===== src/design/icache_cfg_pkg.sv =====
// icache configuration
// cache geometry, fetch word size and the cacheable address window,
// plus the widths derived from them

package icache_cfg_pkg;

  // ********************
  // geometry
  // ********************

  localparam int unsigned ADDR_WIDTH = 32;   // physical address
  localparam int unsigned LINE_BYTES = 16;   // bytes per cache line
  localparam int unsigned NUM_SETS   = 64;   // direct mapped, one line per set
  localparam int unsigned WORD_WIDTH = 32;   // fetch word

  localparam int unsigned LINE_WIDTH        = LINE_BYTES * 8;
  localparam int unsigned OFFSET_WIDTH      = $clog2(LINE_BYTES);           // 4
  localparam int unsigned INDEX_WIDTH       = $clog2(NUM_SETS);             // 6
  localparam int unsigned TAG_WIDTH         = ADDR_WIDTH - INDEX_WIDTH - OFFSET_WIDTH; // 22
  localparam int unsigned WORD_OFFSET_WIDTH = $clog2(WORD_WIDTH / 8);       // byte bits in a word

  // ********************
  // address map
  // ********************

  // one cacheable window, everything else goes around the arrays
  localparam logic [ADDR_WIDTH-1:0] CACHEABLE_BASE = 32'h8000_0000;
  localparam logic [ADDR_WIDTH-1:0] CACHEABLE_SIZE = 32'h4000_0000;

endpackage


===== src/design/icache_bus_pkg.sv =====
// icache port types
// fetch and refill port structs shared by the cache blocks and the bench,
// and the controller state encoding

package icache_bus_pkg;

  import icache_cfg_pkg::*;

  // ********************
  // fetch port
  // ********************

  typedef struct packed {
    logic                  req;        // fetch request, taken when ready is high
    logic                  kill_late;  // drop the fetch in flight
    logic [ADDR_WIDTH-1:0] addr;       // physical fetch address
  } fetch_req_t;

  typedef struct packed {
    logic                  ready;  // can take a fetch this cycle
    logic                  valid;  // one cycle strobe, no back-pressure
    logic [ADDR_WIDTH-1:0] addr;   // address of the answered fetch
    logic [WORD_WIDTH-1:0] data;   // fetched word
  } fetch_rsp_t;

  // ********************
  // refill port
  // ********************

  typedef struct packed {
    logic [ADDR_WIDTH-1:0] paddr;  // line aligned, or word aligned when nc
    logic                  nc;     // non-cacheable, line is not kept
  } refill_req_t;

  typedef struct packed {
    logic                  valid;  // single cycle return
    logic [LINE_WIDTH-1:0] line;   // whole line at the line aligned paddr
  } refill_rtn_t;

  // controller states
  typedef enum logic [2:0] {
    IDLE,              // waiting for a fetch
    TAG_COMPARE,       // arrays read last cycle, check hit
    WAIT_REFILL_ACK,   // refill request held until memory acks
    WAIT_REFILL_DATA,  // waiting for the line to come back
    DRAIN_KILLED       // fetch killed, swallow the pending return
  } icache_state_e;

endpackage


===== src/design/icache_ctrl.sv =====
// icache controller
// accepts fetches, drives the tag and data arrays, issues line or word
// refills, allocates cacheable lines and answers with the selected word

`timescale 1ns/1ns

module icache_ctrl
  import icache_cfg_pkg::*;
  import icache_bus_pkg::*;
(
  input  logic                   clk_i,
  input  logic                   rst_ni,
  input  logic                   enable_i,           // low forces bypass
  input  fetch_req_t             fetch_req_i,
  output fetch_rsp_t             fetch_rsp_o,
  output logic                   miss_o,             // perf counter pulse
  output logic                   refill_data_req_o,
  output refill_req_t            refill_req_o,
  input  logic                   refill_ack_i,
  input  refill_rtn_t            refill_rtn_i,
  output logic                   tag_rd_o,
  output logic                   tag_wr_o,
  output logic [INDEX_WIDTH-1:0] index_o,
  output logic [TAG_WIDTH-1:0]   tag_o,
  input  logic                   hit_i,
  output logic                   data_rd_o,
  output logic                   data_wr_o,
  input  logic [LINE_WIDTH-1:0]  line_i
);

  icache_state_e state_q, state_d;

  logic [ADDR_WIDTH-1:0] addr_q, addr_d;  // accepted fetch address
  logic                  bypass_q, bypass_d;
  logic                  kill_q, kill_d;  // kill seen while waiting for ack
  logic                  bypass_in;       // incoming fetch is non-cacheable
  logic                  accept;
  logic                  killed;
  logic [LINE_WIDTH-1:0] sel_line;
  logic [OFFSET_WIDTH-WORD_OFFSET_WIDTH-1:0] word_idx;

  // single window compare, addresses below the base wrap to a large offset
  function automatic logic in_cacheable(input logic [ADDR_WIDTH-1:0] a);
    logic [ADDR_WIDTH-1:0] rel;
    rel = a - CACHEABLE_BASE;
    return rel < CACHEABLE_SIZE;
  endfunction

  // ********************
  // request path
  // ********************

  assign accept    = fetch_rsp_o.ready & fetch_req_i.req;
  assign bypass_in = ~enable_i | ~in_cacheable(fetch_req_i.addr);
  assign addr_d    = accept ? fetch_req_i.addr : addr_q;  // arrays index the incoming fetch
  assign bypass_d  = accept ? bypass_in : bypass_q;
  assign killed    = fetch_req_i.kill_late | kill_q;

  assign index_o = addr_d[OFFSET_WIDTH +: INDEX_WIDTH];
  assign tag_o   = addr_q[ADDR_WIDTH-1 -: TAG_WIDTH];  // compare and allocate both use addr_q

  // line aligned for cacheable, word aligned for bypass
  assign refill_req_o.nc    = bypass_d;
  assign refill_req_o.paddr = bypass_d ?
      {addr_d[ADDR_WIDTH-1:WORD_OFFSET_WIDTH], {WORD_OFFSET_WIDTH{1'b0}}} :
      {addr_d[ADDR_WIDTH-1:OFFSET_WIDTH], {OFFSET_WIDTH{1'b0}}};

  // ********************
  // word select
  // ********************

  assign sel_line = (state_q == TAG_COMPARE) ? line_i : refill_rtn_i.line;
  assign word_idx = addr_q[OFFSET_WIDTH-1:WORD_OFFSET_WIDTH];

  assign fetch_rsp_o.addr = addr_q;
  assign fetch_rsp_o.data = sel_line[word_idx*WORD_WIDTH +: WORD_WIDTH];
  assign data_wr_o        = tag_wr_o;  // allocation writes both arrays
  assign data_rd_o        = tag_rd_o;  // data read alongside the tag, hit assumed

  // ********************
  // fsm
  // ********************

  always_comb begin
    state_d           = state_q;
    kill_d            = kill_q;
    fetch_rsp_o.ready = 1'b0;
    fetch_rsp_o.valid = 1'b0;
    miss_o            = 1'b0;
    refill_data_req_o = 1'b0;
    tag_rd_o          = 1'b0;
    tag_wr_o          = 1'b0;

    case (state_q)
      IDLE: begin
        fetch_rsp_o.ready = 1'b1;
      end
      TAG_COMPARE: begin
        if (fetch_req_i.kill_late) begin
          fetch_rsp_o.ready = 1'b1;  // dropped, no refill
        end else if (hit_i) begin
          fetch_rsp_o.valid = 1'b1;
          fetch_rsp_o.ready = 1'b1;
        end else begin
          miss_o            = 1'b1;
          refill_data_req_o = 1'b1;
          state_d = refill_ack_i ? WAIT_REFILL_DATA : WAIT_REFILL_ACK;
        end
      end
      WAIT_REFILL_ACK: begin
        refill_data_req_o = 1'b1;  // held with a stable paddr
        if (fetch_req_i.kill_late) kill_d = 1'b1;
        if (refill_ack_i) state_d = WAIT_REFILL_DATA;
      end
      WAIT_REFILL_DATA: begin
        if (killed) begin
          if (refill_rtn_i.valid) fetch_rsp_o.ready = 1'b1;  // drop it, ready at once
          else                    state_d = DRAIN_KILLED;
        end else if (refill_rtn_i.valid) begin
          fetch_rsp_o.valid = 1'b1;
          if (bypass_q) begin
            fetch_rsp_o.ready = 1'b1;  // nothing to write back
          end else begin
            tag_wr_o = 1'b1;
            state_d  = IDLE;  // one idle cycle after allocation
          end
        end
      end
      DRAIN_KILLED: begin
        if (refill_rtn_i.valid) fetch_rsp_o.ready = 1'b1;  // discard the line
      end
      default: state_d = IDLE;
    endcase

    // any ready cycle may take the next fetch
    if (fetch_rsp_o.ready) begin
      state_d = IDLE;
      kill_d  = 1'b0;
      if (fetch_req_i.req) begin
        if (bypass_in) begin
          refill_data_req_o = 1'b1;  // straight to memory, arrays untouched
          state_d = refill_ack_i ? WAIT_REFILL_DATA : WAIT_REFILL_ACK;
        end else begin
          tag_rd_o = 1'b1;
          state_d  = TAG_COMPARE;
        end
      end
    end
  end

  // ********************
  // registers
  // ********************

  always_ff @(posedge clk_i) begin
    if (!rst_ni) begin
      state_q  <= IDLE;
      bypass_q <= 1'b0;
      kill_q   <= 1'b0;
    end else begin
      state_q  <= state_d;
      bypass_q <= bypass_d;
      kill_q   <= kill_d;
    end
  end

  always_ff @(posedge clk_i) begin
    addr_q <= addr_d;  // payload, only read while a fetch is in flight
  end

endmodule


===== config.mk =====
export PLATFORM = sky130hd
export DESIGN_NAME = icache_ctrl
export DESIGN_NICKNAME = d
export VERILOG_FILES = /design/src/design/icache_cfg_pkg.sv /design/src/design/icache_bus_pkg.sv /design/src/design/icache_ctrl.sv
export SDC_FILE = /design/constraint.sdc
export NUM_CORES = 1
export LEC_CHECK = 0
export ABC_AREA = 1
export BUFFER_PORTS_ARGS = -buffer_cell sky130_fd_sc_hd__clkbuf_2
export CORE_AREA = 2 2 168 170
export CTS_BUF_LIST = sky130_fd_sc_hd__clkbuf_8
export DETAILED_ROUTE_END_ITERATION = 12
export DIE_AREA = 0 0 170 172
export SLEW_MARGIN = 20
export SYNTH_ARGS = -nofsm -noshare
export SYNTH_HDL_FRONTEND = slang
export SYNTH_SLANG_ARGS = --single-unit

===== constraint.sdc =====
create_clock -name clk_i -period 3.93 [get_ports clk_i]
set_input_delay 0.786 -clock clk_i [delete_from_list [all_inputs] [get_ports clk_i]]
set_output_delay 0.786 -clock clk_i [all_outputs]
set_load 0.005 [all_outputs]

==> run metrics <==
CP required between 3 and 4 ns; DR vias/cell about 4.2; Clock power frac 6.6%; CTS Buffer Depth 2; Hold Path End addr_q[20]$_DFF_P_; mean area per synthesized cell about 5.3 sq um; Reg-to-Reg End addr_q[6]$_DFF_P_; Tmin final about 3.4 ns; H-tree level count 2; IO Port Bufs around 430; Synth area leader o21ai_0; clk_lat worst skew 0.29 ns; final hold violations 0; Slew headroom 47.6%; Met3 Wirelength 1940 um; final core utilization approximately 23%; fill count 3,250; Routed Antenna Nets 0; Switching Share between 50% and 60%; CP Max Fanout 33; Initial Util about 15%; CTS Sinks 37; vias in the first global route roughly 5,700; Worst Hold Class reg2reg; Pre-antenna DRT Iters 5; Pwr Density around 650 mW/mm^2; FMAX between 0.2 and 0.3 GHz; cells along the critical path inv_1 -> nand3_4 -> clkinv_2 -> buf_4 -> o21ai_0 -> o21ai_0 -> nand2_1 -> nand2_1 -> clkbuf_2; # DRC 0; Min-Delay Path Depth 2; Switch Pwr ~2200 uW; Yosys top cell area share 19.5%; Crit Path Class reg2out; Final period util a little under nine tenths; CP Data Arrival Time 2.58 ns; Max stage delay on crit path roughly 0.42 ns; Netlist Area Pre-Place ~0.0042 sq mm; Leakage between 0.003 and 0.004 uW; Reg2Reg Depth 8; top post-synthesis cells by area o21ai_0 (19%), nor2_1 (19%), nand2_1 (17%), dfxtp_1 (17%), buf_4 (12%); Yosys reg bits 37; Worst path slowest cell clkinv_2; combinational power share between 70% and 80%; num rows 61; share of cells above drive strength 1 around 40%; Root Buffer clkbuf_8; Flop pwr share 19.6%; Die Wd 170 um; Reg clk slew, reported paths about 0.07 ns; Metal-1 WL approximately 9000 um; Yosys Warn Count 0; IO Count between 400 and 500; CTS tree yes; Overflow after GRT 0; core area 0.0275 sq mm; GP Congestion 0.828; Die Height between 150 and 200 um; Internal Power roughly 1900 uW; first-pass GRT wire length 31,500 um; total routed wirelength between 20,000 and 25,000 um; initial antenna violation count 5; non-filler cells, final 1,477; dpl cells 1,466; Overall Global Routing Usage about 14%; delay-heaviest family, CP buffers and inverters; Slew Viols, Final 0; via count 6,237; buffer and inverter count on the worst path 4; HPWL after DPL around 18,000 um; Worst Skew between 0.009 and 0.01 ns; setup slack, reg-to-reg a little under 2 ns; Worst setup EP type output port; # hold bufs at CTS 0; Tightest Pin Transition 0.785 ns; setup repair after global routing missed its margin false; reg2reg start state_q[0]$_SDFFE_PN0P_; startpoint types flip-flop; Max Cap Viol 0; initial drt markers 278; largest net degree at the start of global routing 131; setup TNS 0 ns; routed len/inst between 15 and 20 um; die outline area just under 0.03 sq mm; met2 routed wirelength between 10,000 and 15,000 um; Pwr Total slightly above 4000 uW; count of cell types in the netlist 23; post-synthesis sequential area ratio between 15 and 20%; status completed; setup violators final 0; area grow syn2layout 49.2%; Hold Startpoint addr_q[20]$_DFF_P_; post-CTS setup buffer count 0; Worst IR Drop VDD ~0.37 mV; Cells after Synth between 700 and 800; Gates resized, CTS repair 0; Final #Nets 1,423; CTS buffer count 5; top layer reached by signal wires met5
==> cell usage after synthesis, drive strengths merged <==
cell / number
buf: 92
nand3b: 2
edfxtp: 2
a21oi: 4
nor3: 2
inv: 21
nand2: 197
conb: 1
o21ai: 195
o32ai: 1
nor2: 213
nand3: 9
clkbuf: 24
dfxtp: 35
nand4: 1
==> worst max-delay path by stage <==
| stage | from | end | slack (ns) | cells past startpoint |
|---|---|---|---|---|
| 6_report | state_q[1]$_SDFFE_PN0P_ | fetch_rsp_o[1] | 0.56 | 9 |
| 2_1_floorplan | fetch_req_i[32] | refill_req_o[22] | 1.29 | 9 |
| 3_5_place_dp | fetch_req_i[32] | index_o[2] | 0.80 | 10 |
| 3_3_place_gp | fetch_req_i[32] | index_o[2] | 0.85 | 10 |
| 4_1_cts | state_q[1]$_SDFFE_PN0P_ | fetch_rsp_o[1] | 0.50 | 9 |
| 5_1_grt | state_q[1]$_SDFFE_PN0P_ | fetch_rsp_o[1] | 0.34 | 9 |
==> cells by family (layout without fill, tap and decap cells) <==
kind of cell / count (synthesis) / count (layout) / synth area share (%)
compound gates: 200 / 200 / 23.8
buf+inv: 137 / 465 / 18.9
flops: 37 / 37 / 18.1
other cells: 1 / 5 / 0.0890
simple gates: 424 / 424 / 39.1
==> power groups by stage <==
| stage | sequential (uW) | clock (uW) | combinational (uW) |
|---|---|---|---|
| 6_report | 803 | 270 | 3030 |
| 5_1_grt | 833 | 296 | 3420 |
| 4_1_cts | 810 | 277 | 3080 |
| 3_5_place_dp | 815 | 0 | 3060 |
| 3_3_place_gp | 809 | 0 | 3050 |
| 2_1_floorplan | 692 | 0 | 2110 |
==> cells in the final DEF, fill, tap and decap left out, drive strengths merged <==
cell type    n
nand4        1
nand3b       2
dfxtp       35
clkbuf     432
nand2      197
buf         10
o21ai      195
o32ai        1
clkinv       1
conb         2
inv         22
nor2       213
diode        3
nor3         2
nand3        9
edfxtp       2
a21oi        4
==> flip-flops by register name, summed over array words and instances (netlist names) <==
signal and count:
addr_q 32, bypass_q 1, kill_q 1, state_q 3
==> through the flow <==
stage | hold WS, ns | setup slack [ns] | cell area, sq um
finish | 0.501 | 0.560 | 6290
global placement | 0.477 | 0.847 | 6190
floorplan | 0.476 | 1.29 | 4220
CTS | 0.494 | 0.495 | 6280
detailed placement | 0.483 | 0.801 | 6190
global route | 0.519 | 0.338 | 6280
==> worst reg2reg max path, delay by kind of cell, from the launching register on <==
family | cells | cell delay, ns
buffers and inverters | 1 | 0.43
DFF | 1 | 0.45
and+or+nand+nor | 7 | 1.03
==> per-layer routing <==
| metal | global-route usage (%) | vias to the layer above |
|---|---|---|
| met5 | 0 | - |
| met4 | 3.05 | 2 |
| met3 | 3.04 | 19 |
| met2 | 26.0 | 342 |
| met1 | 16.4 | 2725 |
| li1 | - | 3149 |
==> layout make-up <==
cell class                      instances  area (sq um)  area share [%]
Clock inverter                          2          7.51           0.119
Clock buffer                            6          82.6            1.31
Timing Repair Buffer                  436          2240            35.7
Tap cell                              346           433            6.89
Multi-Input combinational cell        626          2670            42.4
Sequential cell                        37           766            12.2
Antenna cell                            3          7.51           0.119
Inverter                               21          80.1            1.27
Note: power is estimated with default switching activity, not from simulation.
